==> src/rv_pkg.sv <==
package rv_pkg;

	localparam int XLEN = 64;

	// Major opcodes, inst[6:0]
	typedef enum logic [6:0] {
		OPC_OP     = 7'b0110011,
		OPC_OP_IMM = 7'b0010011,
		OPC_LOAD   = 7'b0000011,
		OPC_STORE  = 7'b0100011,
		OPC_BRANCH = 7'b1100011,
		OPC_JAL    = 7'b1101111,
		OPC_JALR   = 7'b1100111,
		OPC_LUI    = 7'b0110111,
		OPC_AUIPC  = 7'b0010111,
		OPC_SYSTEM = 7'b1110011
	} opcode_e;

	typedef enum logic [3:0] {
		ALU_ADD  = 4'd0,
		ALU_SUB  = 4'd1,
		ALU_AND  = 4'd2,
		ALU_OR   = 4'd3,
		ALU_XOR  = 4'd4,
		ALU_SLT  = 4'd5,
		ALU_SLTU = 4'd6,
		ALU_SLL  = 4'd7,
		ALU_SRL  = 4'd8,
		ALU_SRA  = 4'd9
	} alu_op_e;

	// Write-back source
	typedef enum logic [1:0] {
		WB_ALU  = 2'd0,
		WB_MEM  = 2'd1,
		WB_LINK = 2'd2 // PC + 4
	} wb_sel_e;

	typedef struct packed {
		logic       reg_write;
		wb_sel_e    wb_sel;
		alu_op_e    alu_op;
		logic       a_is_pc;    // Operand A is the PC
		logic       b_is_imm;   // Operand B is the immediate
		logic       mem_read;
		logic       mem_write;
		logic [2:0] mem_funct3; // Access size and signedness
		logic       is_branch;
		logic [2:0] br_funct3;
		logic       is_jal;
		logic       is_jalr;
		logic       halt;       // ECALL
	} ctrl_t;

	// One committing instruction
	typedef struct packed {
		logic            valid;
		logic [XLEN-1:0] pc;
		logic [4:0]      rd;
		logic [XLEN-1:0] wdata; // Zero when nothing is written
	} retire_t;

endpackage

==> src/pc_unit.sv <==
`timescale 1ns/100ps

module pc_unit import rv_pkg::*; (
	input  logic            clk,
	input  logic            arst_n,
	input  logic            step,
	input  ctrl_t           ctrl,
	input  logic [XLEN-1:0] imm,
	input  logic [XLEN-1:0] rs1_val,
	input  logic [XLEN-1:0] rs2_val,
	input  logic [XLEN-1:0] jalr_target,
	output logic [XLEN-1:0] pc
);
	logic            taken;
	logic [XLEN-1:0] pc_next;

	always_comb begin
		case (ctrl.br_funct3)
			3'b000:  taken = (rs1_val == rs2_val);                   // BEQ
			3'b001:  taken = (rs1_val != rs2_val);                   // BNE
			3'b100:  taken = ($signed(rs1_val) < $signed(rs2_val));  // BLT
			3'b101:  taken = ($signed(rs1_val) >= $signed(rs2_val)); // BGE
			default: taken = 1'b0;
		endcase
	end

	always_comb begin
		if (ctrl.is_jalr)
			pc_next = {jalr_target[XLEN-1:1], 1'b0};
		else if (ctrl.is_jal || (ctrl.is_branch && taken))
			pc_next = pc + imm;
		else
			pc_next = pc + XLEN'(4);
	end

	always_ff @(posedge clk or negedge arst_n) begin
		if (!arst_n)
			pc <= '0;
		else if (step)
			pc <= pc_next;
	end

	// A misaligned jump target would show up one edge later
	assert property (@(posedge clk) disable iff (!arst_n) step |=> (pc[1:0] == 2'b00))
		else $error("pc_unit: PC %h not word aligned", pc);

endmodule

==> config.mk <==
export PLATFORM = sky130hd
export DESIGN_NAME = pc_unit
export DESIGN_NICKNAME = d
export VERILOG_FILES = /design/src/rv_pkg.sv /design/src/pc_unit.sv
export SDC_FILE = /design/constraint.sdc
export NUM_CORES = 1
export LEC_CHECK = 0
export ABC_CLOCK_PERIOD_IN_PS = 5600
export BUFFER_PORTS_ARGS = -buffer_cell sky130_fd_sc_hd__clkbuf_2
export CAP_MARGIN = 20
export CORE_MARGIN = 2
export CORE_UTILIZATION = 57
export CTS_CLUSTER_SIZE = 25
export DETAILED_ROUTE_END_ITERATION = 6
export PLACE_DENSITY = 0.92
export SLEW_MARGIN = 20
export SYNTH_ARGS = -nofsm -noshare
export SYNTH_HDL_FRONTEND = slang
export SYNTH_SLANG_ARGS = --single-unit
==> constraint.sdc <==
create_clock -name clk -period 5.6 [get_ports clk]
set_input_delay 0.28 -clock clk [delete_from_list [all_inputs] [get_ports clk]]
set_output_delay 0.28 -clock clk [all_outputs]
set_load 0.005 [all_outputs]
==> summary.md <==
| Metric | Value |
|---|---|
| Inst Count DP | 1866 |
| Io pins | 344 |
| R2R setup slack | 1460 ps |
| Max reg flops | 64 |
| Drt drc | 0 |
| Post-Syn Instances | 1362 |
| RSZ-0062 raised after global routing | false |
| CP required | 5820 ps |
| Simple-Gate Fraction of Synth Area | 21.52% |
| Fin util | 69.09% |
| Rows | 49 |
| GPL Wtd Cong | 0.9886 |
| Setup TNS | 0 ps |
| Psw | 1.614 mW |
| H-tree depth | 3 |
| Post-CTS Resized | 0 |
| Most used cell, CP | o21ai_0 |
| Final worst slack | 1462 ps |
| Max incr delay on CP | 760 ps |
| Main synth FF type | dfrtp_1 |
| Most flops, register | pc |
| DR vias/cell | 6.354 |
| Min Tclk post-route | 4138 ps |
| Worst Setup Start Kind | register |
| Sequential share of the synthesized area | 15.57% |
| Final wirelength | 36.93 mm |
| Setup WS pre-CTS | 1578 ps |
| Slew HR | 40.56% |
| GRT overflow | 0 |
| CP Capture Type | register |
| Dpl hpwl | 29.49 mm |
| Starting density of the core | 57.65% |
| Static leakage | 6.367 nW |
| Share of layout cells above drive strength 1 | 22.03% |
| Synth Cell Area | 10290 um2 |
| Clock power share | 16.8% |
| CTS Buf Count | 9 |
| Status | complete, no violations |
| Fillers | 1486 |
| Non-filler instance count after layout | 1889 |
| Multiplexer share of the synthesized area | 4.610% |
| Clk slew on worst S/H paths | 60 ps |
| Post-synthesis compound-gate area fraction | 26.40% |
| Biggest registers after layout | pc x64 |
| Total core area | 17840 um2 |
| Maximum VDD drop | 189.9 uV |
| Hold Path Class | in2async |
| Internal power | 1.839 mW |
| CTS tree | built |
| Setup Skew | 13.23 ps |
| Crit-path cells | ha_1, fa_1, a21oi_1, o21ai_0, a21oi_1, o21a_1, o2111a_1, o21ai_0, a2111oi_1, nor4_1, nor4_1, o21ai_0 |
| Area grow syn2layout | 19.84% |
| Post-layout net count | 2057 |
| Most frequent cells in the layout | clkbuf_2, a21oi_1, ha_1 |
| PD cells | 280.1 nW/um2 |
| F_max | 241.7 MHz |
| Fin. Hold Viols | 0 |
| Synth unique cells | 73 |
| Global-route wire length before repair | 58.87 mm |
| Die ar. | 19140 um2 |
| DR vias | 12003 |
| YS warnings | 0 |
| Number of flops mapped to enable cells by yosys | 0 |
| Post-synth top area cell | dfrtp_1 |
| Max_cap viols | 0 |
| Crit path kind | reg2reg |
| Syn_area_per_cell | 7.552 um2 |
| Mapped Nets | 1771 |
| CTS sink count | 64 |
| DRT Pass-1 Iters | 6 |
| Final count of pins violating max slew | 0 |
| Worst R2R End | pc[56] |
| Final worst-path cycle share | 73.90% |
| Async SR Flop Fraction | 100.0% |
| CTS max path bufs | 2 |
| Worst EP arrival | 4360 ps |
| Pin count of the biggest net entering global routing | 89 |
| Top cell type's share of synthesized area | 15.57% |
| Hold-fix buffers, CTS | 0 |
| Leading post-synthesis cells by cell area | dfrtp_1, ha_1, xnor2_1 |
| Clock root cell | clkbuf_16 |
| Worst slew pin tran | 891.7 ps |
| Die width | 138.3 um |
| Power, Total | 3.452 mW |
| Commonest non-fill, non-tap cell in the layout | clkbuf_2 |
| Largest family of logic cells by synthesized area | compound AO/OA/AOI/OAI gates |
| Slowest-stage cell, CP | a2111oi_1 |
| Routed Antenna Nets | 0 |
| Setup Buffers After CTS | 0 |
| Routed len/inst | 19.55 um |
| Largest fanout on the critical path | 4 |
| Setup violators final | 0 |
| Iter 0 DRT Violations | 1031 |
| Sw frac | 46.74% |
| Comb pwr share | 60.9% |
| Overall global routing resource usage | 37.54% |
| Clock latency on the worst-skew pair | 360 ps |
| Seq pwr share | 22.3% |
| Vias in the first global route | 11695 |
| Initial antenna violation count | 8 |
| R2R Path Start | pc[0] |
| Post-Synth XOR/XNOR Area | 9.366% |
| Port bufs | 327 |
| Worst R2R Path Depth | 12 |
| Adder-cell share of the synthesized area | 15.76% |
| Flops & latches, synth | 64 |
| Die span in y | 138.3 um |
## synth_stat cells, types with 5 or more instances
cell type / n
o221ai_1: 19
nand2_1: 103
a21o_1: 50
a22oi_1: 5
o21ai_0: 78
nand3_1: 64
a31oi_1: 20
a221o_1: 14
o31ai_1: 12
o211ai_1: 10
or3_1: 12
a221oi_1: 6
o21bai_1: 8
nor2b_1: 9
nand2b_1: 7
a211oi_1: 7
and4_1: 12
dfrtp_1: 64
nor4_1: 6
nor3_1: 29
xnor2_1: 75
xor2_1: 35
and3_1: 54
inv_1: 108
nand4_1: 41
o21a_1: 7
nor2_1: 60
ha_1: 128
and2_1: 10
mux2i_1: 44
clkbuf_1: 53
a21oi_1: 130
a21boi_0: 5
## final cells by class
cell class | instances | area (um2) | area share (%)
Antenna cell | 8 | 20.02 | 0.1624
Clock buffer | 11 | 242.7 | 1.969
Clock inverter | 4 | 45.04 | 0.3654
Inverter | 109 | 409.1 | 3.319
Multi-Input combinational cell | 1127 | 7998 | 64.88
Sequential cell | 64 | 1602 | 12.99
Tap cell | 229 | 286.5 | 2.324
Timing Repair Buffer | 337 | 1724 | 13.99
## kinds of logic after synthesis
logic type / Yosys count
and+or+nand+nor: 424
AOI/OAI and AO/OA: 417
buffers and inverters: 171
adders and majority gates: 129
xor gates and xnor gates: 110
DFF: 64
muxes: 47
## worst max-delay path: cells and delay by family (launching register included)
kind	cells	cell delay, ps
adders and majority gates	2	670
AOI/OAI and AO/OA	8	2360
DFF	1	420
and+or+nand+nor	2	550
## how the worst max path moves through the flow
stage	startpoint	end	slack, ps	cells past startpoint
finish	pc[0]	pc[56]	1460	12
global route	pc[0]	pc[56]	1260	12
global placement	rs2_val[27]	pc[53]	1650	14
detailed placement	rs2_val[27]	pc[53]	1580	14
floorplan	pc[17]	pc[56]	2540	12
CTS	pc[0]	pc[56]	1620	12
## power groups by stage
stage | clock network, mW | logic (mW) | registers, mW
finish | 0.582 | 2.10 | 0.769
CTS | 0.582 | 2.06 | 0.763
global route | 0.596 | 2.31 | 0.790
detailed placement | 0 | 2.04 | 0.769
floorplan | 0 | 1.47 | 0.726
global placement | 0 | 1.98 | 0.762
## layer usage
layer | wire length, um | up-vias | global-route usage [%]
met5 | 0 | - | 0
met2 | 17550 | 689 | 63.00
li1 | - | 5649 | -
met1 | 14210 | 5532 | 45.05
met3 | 3257 | 133 | 7.239
met4 | 1906 | 0 | 21.37
## metrics by stage
step	area [um2]	hold slack [ps]
2_1_floorplan	10290	-15.59
3_3_place_gp	12020	520.6
3_5_place_dp	12020	528.1
4_1_cts	12310	162.5
5_1_grt	12330	180.0
6_report	12330	134.1
No activity file was read; power rests on OpenSTA's default activity.
