--- config.mk ---
export PLATFORM = sky130hd
export DESIGN_NAME = inst_decoder
export DESIGN_NICKNAME = d
export VERILOG_FILES = /design/src/rv_pkg.sv /design/src/inst_decoder.sv
export SDC_FILE = /design/constraint.sdc
export NUM_CORES = 1
export LEC_CHECK = 0
export BUFFER_PORTS_ARGS = -buffer_cell sky130_fd_sc_hd__buf_2
export CAP_MARGIN = 25
export CELL_PAD_IN_SITES_DETAIL_PLACEMENT = 1
export CELL_PAD_IN_SITES_GLOBAL_PLACEMENT = 2
export CORE_UTILIZATION = 13
export DETAILED_ROUTE_END_ITERATION = 10
export PLACE_DENSITY = 0.84
export SLEW_MARGIN = 10
export SYNTH_ARGS = -nofsm -noshare
export SYNTH_HDL_FRONTEND = slang
export SYNTH_SLANG_ARGS = --single-unit
--- constraint.sdc ---
create_clock -name vclk -period 1.3
set_input_delay 0.195 -clock vclk [all_inputs]
set_output_delay 0.195 -clock vclk [all_outputs]
set_load 0.02 [all_outputs]
--- src/rv_pkg.sv ---
package rv_pkg;

	localparam int XLEN = 64;

	// Major opcodes, inst[6:0]
	typedef enum logic [6:0] {
		OPC_OP     = 7'b0110011,
		OPC_OP_IMM = 7'b0010011,
		OPC_LOAD   = 7'b0000011,
		OPC_STORE  = 7'b0100011,
		OPC_BRANCH = 7'b1100011,
		OPC_JAL    = 7'b1101111,
		OPC_JALR   = 7'b1100111,
		OPC_LUI    = 7'b0110111,
		OPC_AUIPC  = 7'b0010111,
		OPC_SYSTEM = 7'b1110011
	} opcode_e;

	typedef enum logic [3:0] {
		ALU_ADD  = 4'd0,
		ALU_SUB  = 4'd1,
		ALU_AND  = 4'd2,
		ALU_OR   = 4'd3,
		ALU_XOR  = 4'd4,
		ALU_SLT  = 4'd5,
		ALU_SLTU = 4'd6,
		ALU_SLL  = 4'd7,
		ALU_SRL  = 4'd8,
		ALU_SRA  = 4'd9
	} alu_op_e;

	// Write-back source
	typedef enum logic [1:0] {
		WB_ALU  = 2'd0,
		WB_MEM  = 2'd1,
		WB_LINK = 2'd2 // PC + 4
	} wb_sel_e;

	typedef struct packed {
		logic       reg_write;
		wb_sel_e    wb_sel;
		alu_op_e    alu_op;
		logic       a_is_pc;    // Operand A is the PC
		logic       b_is_imm;   // Operand B is the immediate
		logic       mem_read;
		logic       mem_write;
		logic [2:0] mem_funct3; // Access size and signedness
		logic       is_branch;
		logic [2:0] br_funct3;
		logic       is_jal;
		logic       is_jalr;
		logic       halt;       // ECALL
	} ctrl_t;

	// One committing instruction
	typedef struct packed {
		logic            valid;
		logic [XLEN-1:0] pc;
		logic [4:0]      rd;
		logic [XLEN-1:0] wdata; // Zero when nothing is written
	} retire_t;

endpackage

--- src/inst_decoder.sv ---
`timescale 1ns/100ps

module inst_decoder import rv_pkg::*; (
	input  logic [31:0]     inst,
	output ctrl_t           ctrl,
	output logic [4:0]      rs1,
	output logic [4:0]      rs2,
	output logic [4:0]      rd,
	output logic [XLEN-1:0] imm
);
	opcode_e    opcode;
	logic [2:0] funct3;
	logic [6:0] funct7;

	// Shared by OP and OP_IMM, alt selects SUB or SRA
	function automatic alu_op_e alu_from_funct(input logic [2:0] f3, input logic alt);
		case (f3)
			3'b000:  return alt ? ALU_SUB : ALU_ADD;
			3'b001:  return ALU_SLL;
			3'b010:  return ALU_SLT;
			3'b011:  return ALU_SLTU;
			3'b100:  return ALU_XOR;
			3'b101:  return alt ? ALU_SRA : ALU_SRL;
			3'b110:  return ALU_OR;
			default: return ALU_AND;
		endcase
	endfunction

	assign opcode = opcode_e'(inst[6:0]);
	assign funct3 = inst[14:12];
	assign funct7 = inst[31:25];
	assign rd     = inst[11:7];
	assign rs2    = inst[24:20];
	// LUI reads x0 so the ALU can pass the immediate through an ADD
	assign rs1    = (opcode == OPC_LUI) ? 5'd0 : inst[19:15];

	always_comb begin
		case (opcode)
			OPC_STORE:
				imm = {{52{inst[31]}}, inst[31:25], inst[11:7]};
			OPC_BRANCH:
				imm = {{51{inst[31]}}, inst[31], inst[7], inst[30:25], inst[11:8], 1'b0};
			OPC_LUI, OPC_AUIPC:
				imm = {{32{inst[31]}}, inst[31:12], 12'b0};
			OPC_JAL:
				imm = {{43{inst[31]}}, inst[31], inst[19:12], inst[20], inst[30:21], 1'b0};
			default:
				imm = {{52{inst[31]}}, inst[31:20]}; // I-type
		endcase
	end

	always_comb begin
		ctrl            = '0;
		ctrl.wb_sel     = WB_ALU;
		ctrl.alu_op     = ALU_ADD;
		ctrl.mem_funct3 = funct3;
		ctrl.br_funct3  = funct3;
		case (opcode)
			OPC_OP: begin
				ctrl.reg_write = 1'b1;
				ctrl.alu_op    = alu_from_funct(funct3, funct7[5]);
			end
			OPC_OP_IMM: begin
				ctrl.reg_write = 1'b1;
				ctrl.b_is_imm  = 1'b1;
				// Bit 30 only means SRA for shifts, ADDI has no subtract form
				ctrl.alu_op    = alu_from_funct(funct3, (funct3 == 3'b101) && inst[30]);
			end
			OPC_LOAD: begin
				ctrl.reg_write = 1'b1;
				ctrl.wb_sel    = WB_MEM;
				ctrl.b_is_imm  = 1'b1;
				ctrl.mem_read  = 1'b1;
			end
			OPC_STORE: begin
				ctrl.b_is_imm  = 1'b1;
				ctrl.mem_write = 1'b1;
			end
			OPC_BRANCH:
				ctrl.is_branch = 1'b1; // Resolved in pc_unit
			OPC_JAL: begin
				ctrl.reg_write = 1'b1;
				ctrl.wb_sel    = WB_LINK;
				ctrl.is_jal    = 1'b1;
			end
			OPC_JALR: begin
				ctrl.reg_write = 1'b1;
				ctrl.wb_sel    = WB_LINK;
				ctrl.b_is_imm  = 1'b1; // rs1 + imm is the target
				ctrl.is_jalr   = 1'b1;
			end
			OPC_LUI: begin
				ctrl.reg_write = 1'b1;
				ctrl.b_is_imm  = 1'b1;
			end
			OPC_AUIPC: begin
				ctrl.reg_write = 1'b1;
				ctrl.a_is_pc   = 1'b1;
				ctrl.b_is_imm  = 1'b1;
			end
			OPC_SYSTEM:
				ctrl.halt = (inst[31:7] == 25'd0); // ECALL only
			default: ;
		endcase
	end

endmodule

==> results of run 1 <==
==> power breakdown <==
| part | switching [uW] | total (uW) | internal (uW) |
|---|---|---|---|
| Sequential | 0 | 0 | 0 |
| Clock | 0 | 0 | 0 |
| Combinational | 484 | 920 | 435 |
| Total | 484 | 920 | 435 |
==> synthesized netlist by cell type, drive strengths merged (2+ instances only) <==
library cell / number / share of area
nor2: 9 / 0.031
o21ai: 3 / 0.014
nand4: 3 / 0.017
buf: 58 / 0.39
nor4: 8 / 0.060
inv: 3 / 0.010
a22o: 4 / 0.032
a21oi: 3 / 0.014
nor3: 7 / 0.041
a211oi: 2 / 0.014
nor2b: 9 / 0.052
nand3b: 2 / 0.025
and2: 6 / 0.034
nand2: 7 / 0.026
a21o: 19 / 0.13
==> kinds of logic (layout without fill, tap and decap cells) <==
group | count (synthesis) | count (layout) | synth area share
AO/OA/AOI/OAI | 34 | 34 | 0.228
buffers and inverters | 61 | 189 | 0.400
AND/OR/NAND/NOR | 59 | 60 | 0.364
XOR/XNOR | 1 | 1 | 0.00805
==> placed cells by master (no fill, tap or decap), types with 2 or more instances in the layout <==
| cell | netlist | final |
|---|---|---|
| a21o_1 | 19 | 11 |
| a21o_4 | 0 | 8 |
| a21oi_1 | 3 | 2 |
| a22o_1 | 4 | 3 |
| and2_4 | 0 | 6 |
| buf_12 | 0 | 3 |
| buf_2 | 6 | 77 |
| buf_4 | 51 | 48 |
| buf_6 | 1 | 53 |
| buf_8 | 0 | 4 |
| inv_1 | 3 | 2 |
| nand2_1 | 6 | 3 |
| nand2_2 | 1 | 2 |
| nand4_1 | 3 | 3 |
| nor2_1 | 9 | 2 |
| nor2_4 | 0 | 7 |
| nor2b_1 | 9 | 4 |
| nor2b_2 | 0 | 2 |
| nor2b_4 | 0 | 3 |
| nor3_1 | 5 | 2 |
| nor3_4 | 0 | 4 |
| nor4_1 | 7 | 2 |
| nor4_2 | 0 | 3 |
| nor4_4 | 1 | 3 |
| or2_4 | 0 | 2 |
==> cell type report <==
class / instances / area [um^2]
fillers: 979 / 5510
inverters: 3 / 16.3
multi-input cells: 95 / 1030
repair buffers: 186 / 1490
well taps: 105 / 131
==> metrics by stage <==
| step | power [uW] | hold WS (ns) | worst slack, ns | std cells | instance area [um^2] |
|---|---|---|---|---|---|
| 5_1_grt | 979 | 0.666 | -0.339 | 389 | 2670 |
| 3_3_place_gp | 720 | 0.660 | -0.360 | 375 | 1970 |
| 2_1_floorplan | 510 | 0.425 | -0.153 | 155 | 1330 |
| 6_report | 920 | 0.659 | -0.278 | 389 | 2670 |
| 3_5_place_dp | 729 | 0.661 | -0.410 | 375 | 1970 |
| 4_1_cts | 895 | 0.657 | -0.248 | 389 | 2590 |
==> final timing paths <==
kind,slack (ns),cells after the start,startpoint,endpoint
setup / recovery,-0.28,6,inst[3],imm[11]
hold / removal,0.66,3,inst[3],ctrl[1]
==> layer usage <==
layer,up-vias,global-route usage,part of all wire
met5,-,0,0
met4,0,0.0115,0.014
met3,6,0.0228,0.084
met2,102,0.258,0.55
met1,734,0.131,0.35
li1,753,-,-
==> timing repair <==
action	CTS	global route
setup buffers	11	1
pin swaps	28	10
setup endpoints to repair	48	49
cloned	3	0
resized for setup	141	25
==> reports/metrics.yaml, run 1 <==
critical_path:
  cp_max_fo: 5
  cp_slowest_cell: "nor3b_4"
  path_delay_family: "simple AND/OR/NAND/NOR gates"
  crit_buf_inv: 2
  cp.arrival_ns: 1.38
  cp-start-kind: "input port"
  worstSetupPathType: "input port to output port"
  worstPathRequired_ns: 1.11
  slowest_delay_ns: 0.36
  crit_chain: "buf_12 -> nand4bb_4 -> nor3b_4 -> or4_4 -> o311ai_4 -> buf_6"
  endpoint_kind: "output port"
global_routing:
  grt_pass1_wl_um: 8540
  grt_pass1_vias: 1629
  track_usage: 0.124
  antenna_found_initial: 0
  grt_max_degree: 34
  grt-ovfl-total: 0
detailed_routing:
  drt_iter0_drc: 30
  drt-total-wl_um: 5590
  route.detailed.drc: 0
  vias: 1595
  routedWlPerCell_um: 14.4
  vias_per_cell: 4.10
  drt_first_pass_iters: 4
  final_antenna_net_count: 0
min_path:
  min_path_type: "input port to output port"
yosys:
  synth.distinct_cells: 33
  synthCells: 155
  ys_seq_area_frac: 0
  syn-mean-instance-area_um2: 7.02
  syn-cell-area_um2: 1090
  synth_nets: 187
  ys_warn_count: 0
sta:
  hold_viol_final: 0
  min_period_over_period: 1.21
  final-setup-viol-count: 48
  drv_slew: 0
  fin_crit_ns: 1.58
  max_slew_margin: 0.625
  rsz0062_at_grt: "yes"
  clock.fmax_mhz: 634
  worst_pin_slew_ns: 0.561
  fin_setup_tns_ns: -8.60
  fin_ws_ns: -0.278
status:
  violations: "setup timing"
  status: "finished with violations"
placement:
  port_buffers: 132
  routabilityCongestion: 0.777
  dp_hpwl_um: 4290
cells_and_area:
  fin_nets: 318
  drive_gt1_frac: 0.859
  diodes: 0
  final_util: 0.326
  seq_area_um2: 0
  num-clock-buffers: 0
  area_growth_pct: 145
  nFlopsAndLatches: 0
floorplanning:
  core-area_um2: 8180
  top_level_ports: 132
  die_w_um: 93.5
  row_count: 33
  die_area_um2: 8740
  initial_utilization: 0.133
  fp.dieH_um: 93.5
power:
  ir_drop_v: 0.000132
  power.density_nw_per_um2: 345
  leakagePower_uw: 0.00136
flow_run:
  cap_violations: 0
clocking:
  hold_buffers: 0
Power figures use the tool's default switching activity.
==> run 2, diff against run 1 <==
--- a/config.mk
+++ b/config.mk
@@ -9,9 +9,9 @@
 export CAP_MARGIN = 25
 export CELL_PAD_IN_SITES_DETAIL_PLACEMENT = 1
 export CELL_PAD_IN_SITES_GLOBAL_PLACEMENT = 2
-export CORE_UTILIZATION = 13
+export CORE_UTILIZATION = 16
 export DETAILED_ROUTE_END_ITERATION = 10
-export PLACE_DENSITY = 0.84
+export PLACE_DENSITY = 0.95
 export SLEW_MARGIN = 10
 export SYNTH_ARGS = -nofsm -noshare
 export SYNTH_HDL_FRONTEND = slang
==> constraint.sdc (replaced) <==
create_clock -name vclk -period 1.9
set_input_delay 0.285 -clock vclk [all_inputs]
set_output_delay 0.285 -clock vclk [all_outputs]
set_load 0.02 [all_outputs]
==> run 2 against run 1 <==
Against the previous run:
- the run ends with DRC left
- count of clock-buffer cells in the layout unchanged
- power shrank 53%
- global-route usage shrank 0.38 points
- routed wire length is 17% lower
- critical path depth grew 1
- highest routed layer is now met3
==> reports/metrics.yaml, run 2 (synthesis gave the netlist of run 1 again) <==
critical_path:
  cp-start-kind: "input port"
  crit_path_frequent_cell: "buf_2"
  worstPathRequired_ns: 1.62  # +0.51 ns
  endpoint_kind: "output port"
  slowest_delay_ns: 0.50  # +0.14 ns
  crit_chain: "buf_2 -> buf_4 -> nand2_1 -> nor3_4 -> or4_1 -> o311ai_1 -> buf_2"
  cp_max_fo: 4  # -1
  path_delay_family: "simple AND/OR/NAND/NOR gates"
  worstSetupPathType: "input port to output port"
  setup.worst_path.start: "inst[3]"
  cp.arrival_ns: 1.54  # +0.16 ns
  cp_slowest_cell: "or4_1"
  crit_buf_inv: 3  # +1
sta:
  drv_slew: 0  # unchanged
  fin_ws_ns: 0.0761  # +0.355 ns
  fin_crit_ns: 1.82
  min_period_over_period: 0.960
  max_slew_margin: 0.699  # +0.0746
  final-setup-viol-count: 0  # -100%
  worst_pin_slew_ns: 0.450  # -0.111 ns
  hold_viol_final: 0  # unchanged
  hold_slack_ns: 0.836  # +0.177 ns
  clock.fmax_mhz: 548
  rsz0062_at_grt: "no"
placement:
  dp_hpwl_um: 3970  # -7.5%
  routabilityCongestion: 0.772  # -0.63%
  placed_area_um2: 1530  # -22%
  port_buffers: 132  # unchanged
  post-place-ws_ns: -0.0584  # +0.351 ns
  dp_cells: 320  # -15%
cells_and_area:
  num-clock-buffers: 0  # unchanged
  fin_cells: 324  # -17%
  final_util: 0.246  # -0.0796
  drive_gt1_frac: 0.652  # -0.207
  diodes: 0  # unchanged
  final_common_cell: "buf_2"
  area_growth_pct: 46.2
  fin_nets: 281  # -12%
  nFlopsAndLatches: 0  # unchanged
  fill_cells: 866  # -12%
  seq_area_um2: 0  # unchanged
  fin_area_um2: 1590  # -40%
  layout_common_cells: "132 x buf_2, 19 x a21o_1, 17 x buf_4"
global_routing:
  grt_pass1_wl_um: 7020  # -18%
  grt_pass1_vias: 1348  # -17%
  grt_max_degree: 32  # -5.9%
  track_usage: 0.120  # -0.00383
  grt-ovfl-total: 0  # unchanged
  antenna_found_initial: 0  # unchanged
floorplanning:
  die_w_um: 84.5  # -9.7%
  fp.dieH_um: 84.5  # -9.7%
  core-area_um2: 6460  # -21%
  row_count: 29  # -12%
  top_level_ports: 132  # unchanged
  die_area_um2: 7140  # -18%
  initial_utilization: 0.169  # +0.0354
detailed_routing:
  route.detailed.drc: 8  # +8
  drt_iter0_drc: 39  # +30%
  drt-total-wl_um: 4670  # -17%
  drt_first_pass_iters: 7  # +3
  final_antenna_net_count: 0  # unchanged
  routedWlPerCell_um: 14.4  # +0.21%
  vias: 1405  # -12%
  vias_per_cell: 4.34  # +5.8%
power:
  leakagePower_uw: 0.000972  # -29%
  clock_power_share: 0  # unchanged
  p_sw_uw: 275  # -43%
  p_int_uw: 155  # -64%
  p_seq_frac: 0  # unchanged
  combPwrFrac: 1.000  # about the same
  power.density_nw_per_um2: 270  # -22%
  ir_drop_v: 0.0000923  # -30%
  p_sw_frac: 0.639  # +0.112
flow_run:
  cap_violations: 0  # unchanged
min_path:
  min_from: "inst[10]"
  min_path_type: "input port to output port"
status:
  violations: "DRC"
  status: "finished with violations"
clocking:
  hold_buffers: 0  # unchanged
## run 2: cell count changes in the layout (fill, tap and decap cells not counted), moves of 4 or more
| cell | delta |
|---|---|
| a21o_1 | +8 |
| nor2_4 | -7 |
| buf_4 | -31 |
| and2_1 | +6 |
| buf_2 | +55 |
| nor2b_1 | +5 |
| a21o_4 | -8 |
| buf_8 | -4 |
| nor4_1 | +5 |
| buf_6 | -52 |
| nor2_1 | +6 |
| and2_4 | -6 |
## run 2: cell type report
class              instances  area (um^2)  share of cell area
multi-input cells         94          684               0.430
inverters                  3         11.3             0.00708
well taps                 77         96.3              0.0605
repair buffers           150          800               0.502
## run 2: power by group through the flow
stage          logic, uW  clock network (uW)  registers (uW)
2_1_floorplan        307                   0               0
3_3_place_gp         421                   0               0
3_5_place_dp         427                   0               0
4_1_cts              431                   0               0
5_1_grt              461                   0               0
6_report             430                   0               0
## run 2: path summary, 6_finish.rpt
kind                   to  slack (ns)  cells after the start
setup / recovery  imm[11]        0.08                      7
hold / removal      rd[3]        0.84                      2
## run 2: layer usage
layer | vias up | GRT usage | wire, um
met4 | 0 | 0 | 0
met2 | 90 | 0.231 | 2270
met5 | - | 0 | 0
met1 | 635 | 0.154 | 2020
met3 | 0 | 0.0108 | 373
li1 | 680 | - | -
## run 2: what timing repair did
| item | CTS | global route |
|---|---|---|
| pin swaps | 1 | 2 |
| endpoints found under the setup margin | 16 | 30 |
| gates resized for setup | 4 | 4 |
| buffers inserted | 2 | 2 |
## run 2: through the flow
stage,TNS [ns],total power [uW]
after floorplan,0,307
after global placement,-0.00147,421
after detailed placement,-0.601,427
after CTS,0,431
after global routing,0,461
final,0,430
==> run 3, diff against run 2 <==
--- a/config.mk
+++ b/config.mk
@@ -5,6 +5,7 @@
 export SDC_FILE = /design/constraint.sdc
 export NUM_CORES = 1
 export LEC_CHECK = 0
+export ABC_AREA = 1
 export BUFFER_PORTS_ARGS = -buffer_cell sky130_fd_sc_hd__buf_2
 export CAP_MARGIN = 25
 export CELL_PAD_IN_SITES_DETAIL_PLACEMENT = 1
==> run 3 against run 2 <==
Against the previous run:
- the run now ends clean
- final area grew 4.2%
- routed wire length grew 10%
- critical path depth grew 1
- combinational power shrank 4.7%
- via count grew 21%
- utilization shrank 2.1 points
- sequential share of layout area is the same
- non-clock buffer count shrank 14
- count of clock-buffer cells in the layout is the same
- critical path type unchanged
- critical endpoint is now imm[17]
- largest power group unchanged
==> reports/metrics.yaml, run 3 <==
floorplanning:
  initial_utilization: 0.168  # about the same
  row_count: 31  # +6.9%
  fp.dieH_um: 90.1  # +6.6%
  core-area_um2: 7370  # +14%
  top_level_ports: 132  # unchanged
  die_w_um: 90.1  # +6.6%
  die_area_um2: 8110  # +14%
yosys:
  synth_most_common_cell: "nand2_1"
  ys_warn_count: 0  # unchanged
  syn-mean-instance-area_um2: 5.22  # -26%
  ys_seq_area_frac: 0  # unchanged
  syn-cell-area_um2: 1240  # +14%
  synth_nets: 270  # +44%
  synth.distinct_cells: 19  # -42%
  synth_top_area_frac: 0.296  # -0.0554
  synthTopCellsByCount: "57 x nand2_1, 49 x buf_4, 41 x nor2_1"
  synthTopCellsByArea: "buf_4 30%, nand2_1 17%, nor2_1 12%, inv_1 9.7%, nand3_1 8.5%"
  synthCells: 238  # +54%
  synth_area_leader_cell: "buf_4"
sta:
  drv_slew: 0  # unchanged
  max_slew_margin: 0.780  # +0.0808
  fin_setup_tns_ns: 0  # unchanged
  worst_pin_slew_ns: 0.329  # -0.122 ns
  hold_viol_final: 0  # unchanged
  rsz0062_at_grt: "no"
  min_period_over_period: 0.921  # -0.0389
  fin_crit_ns: 1.75  # -0.0740 ns
  final-setup-viol-count: 0  # unchanged
  clock.fmax_mhz: 571  # +4.2%
cells_and_area:
  layout_common_cells: "132 x buf_2, 57 x nand2_1, 39 x nor2_1"
  fin_nets: 356  # +27%
  seq_area_um2: 0  # unchanged
  nFlopsAndLatches: 0  # unchanged
  fin_area_um2: 1660  # +4.2%
  area_growth_pct: 33.7
  final_util: 0.225  # -0.0213
  fill_cells: 1020  # +18%
  drive_gt1_frac: 0.484  # -0.167
  final_common_cell: "buf_2"
  num-clock-buffers: 0  # unchanged
  diodes: 0  # unchanged
power:
  ir_drop_v: 0.0000503  # -46%
  leakagePower_uw: 0.00107  # +9.9%
  clock_power_share: 0  # unchanged
  p_sw_uw: 283  # +3.2%
  p_seq_frac: 0  # unchanged
  power.density_nw_per_um2: 247  # -8.5%
  power_uw: 410  # -4.6%
  p_int_uw: 126  # -19%
  p_sw_frac: 0.692  # +0.0528
  combPwrFrac: 1.000  # about the same
min_path:
  min_path_type: "input port to output port"
  worstHoldPathCells: 2  # unchanged
critical_path:
  cp_max_fo: 11  # +7
  cp-start-kind: "input port"
  crit_chain: "buf_2 -> inv_1 -> nor2_2 -> nand2_2 -> nand3_2 -> nand2_1 -> nand2_1 -> buf_2"
  worstPathRequired_ns: 1.62  # about the same
  slowest_delay_ns: 0.24  # -0.26 ns
  crit_buf_inv: 3  # unchanged
  worstSetupPathType: "input port to output port"
  path_delay_family: "simple AND/OR/NAND/NOR gates"
  cp_slowest_cell: "buf_2"
  cp.depth: 8  # +1
  endpoint_kind: "output port"
  cp.arrival_ns: 1.46  # -0.08 ns
global_routing:
  grt_pass1_wl_um: 7920  # +13%
  grt_max_degree: 35  # +9.4%
  antenna_found_initial: 0  # unchanged
  grt-ovfl-total: 0  # unchanged
  track_usage: 0.118  # -0.00293
  grt_pass1_vias: 1568  # +16%
status:
  status: "completed"
detailed_routing:
  routedWlPerCell_um: 12.2  # -15%
  drt_iter0_drc: 33  # -15%
  vias: 1696  # +21%
  vias_per_cell: 4.03  # -7.1%
  drt_first_pass_iters: 4  # -3
  final_antenna_net_count: 0  # unchanged
  drt-total-wl_um: 5160  # +10%
  route.detailed.drc: 0  # -8
placement:
  port_buffers: 132  # unchanged
  routabilityCongestion: 0.757  # -1.9%
  dp_hpwl_um: 4590  # +16%
  placed_area_um2: 1650  # +8.4%
clocking:
  hold_buffers: 0  # unchanged
  postCtsSetupRepairBufs: 0  # -2
flow_run:
  cap_violations: 0  # unchanged
run 3: worst paths after layout:
kind / slack [ns] / startpoint / endpoint
worst max-delay path: 0.15 / inst[6] / imm[17]
worst min-delay path: 0.84 / inst[7] / rd[0]
run 3: cell families (layout without fill, tap and decap cells):
| group | Yosys count | after routing | share of synthesized area |
|---|---|---|---|
| AOI/OAI and AO/OA | 14 | 14 | 0.0796 |
| and+or+nand+nor | 139 | 139 | 0.497 |
| buffers and inverters | 85 | 169 | 0.423 |
run 3: layout make-up:
class / count / area, um^2 / share of cell area
tap: 99 / 124 / 0.0747
multi-input combinational: 153 / 721 / 0.434
timing repair buffer: 136 / 691 / 0.416
inverter: 33 / 124 / 0.0747
run 3: metrics by stage:
step           setup WS (ns)  std cells  hold slack, ns
2_1_floorplan          0.210        238           0.656
3_3_place_gp          0.0554        421           0.844
3_5_place_dp          0.0101        421           0.847
4_1_cts               0.0175        421           0.848
5_1_grt               0.0180        421           0.853
6_report               0.150        421           0.841
run 3: repair_timing:
item                       in CTS  in global routing
setup endpoints to repair       0                  6
resized for setup               0                  2
hold endpoints to repair        0                  0
run 3: power by group through the flow:
stage / combinational, uW / sequential, uW / clock, uW
global route: 444 / 0 / 0
global placement: 410 / 0 / 0
CTS: 416 / 0 / 0
finish: 410 / 0 / 0
detailed placement: 415 / 0 / 0
floorplan: 309 / 0 / 0
run 3: per-layer routing:
metal  up-vias  share of wire  wire length [um]  track usage
met5         -              0                 0            0
met2        87           0.51              2620        0.232
met4         0              0                 0            0
met3         0          0.087               446       0.0237
met1       761           0.40              2090        0.136
li1        848              -                 -            -
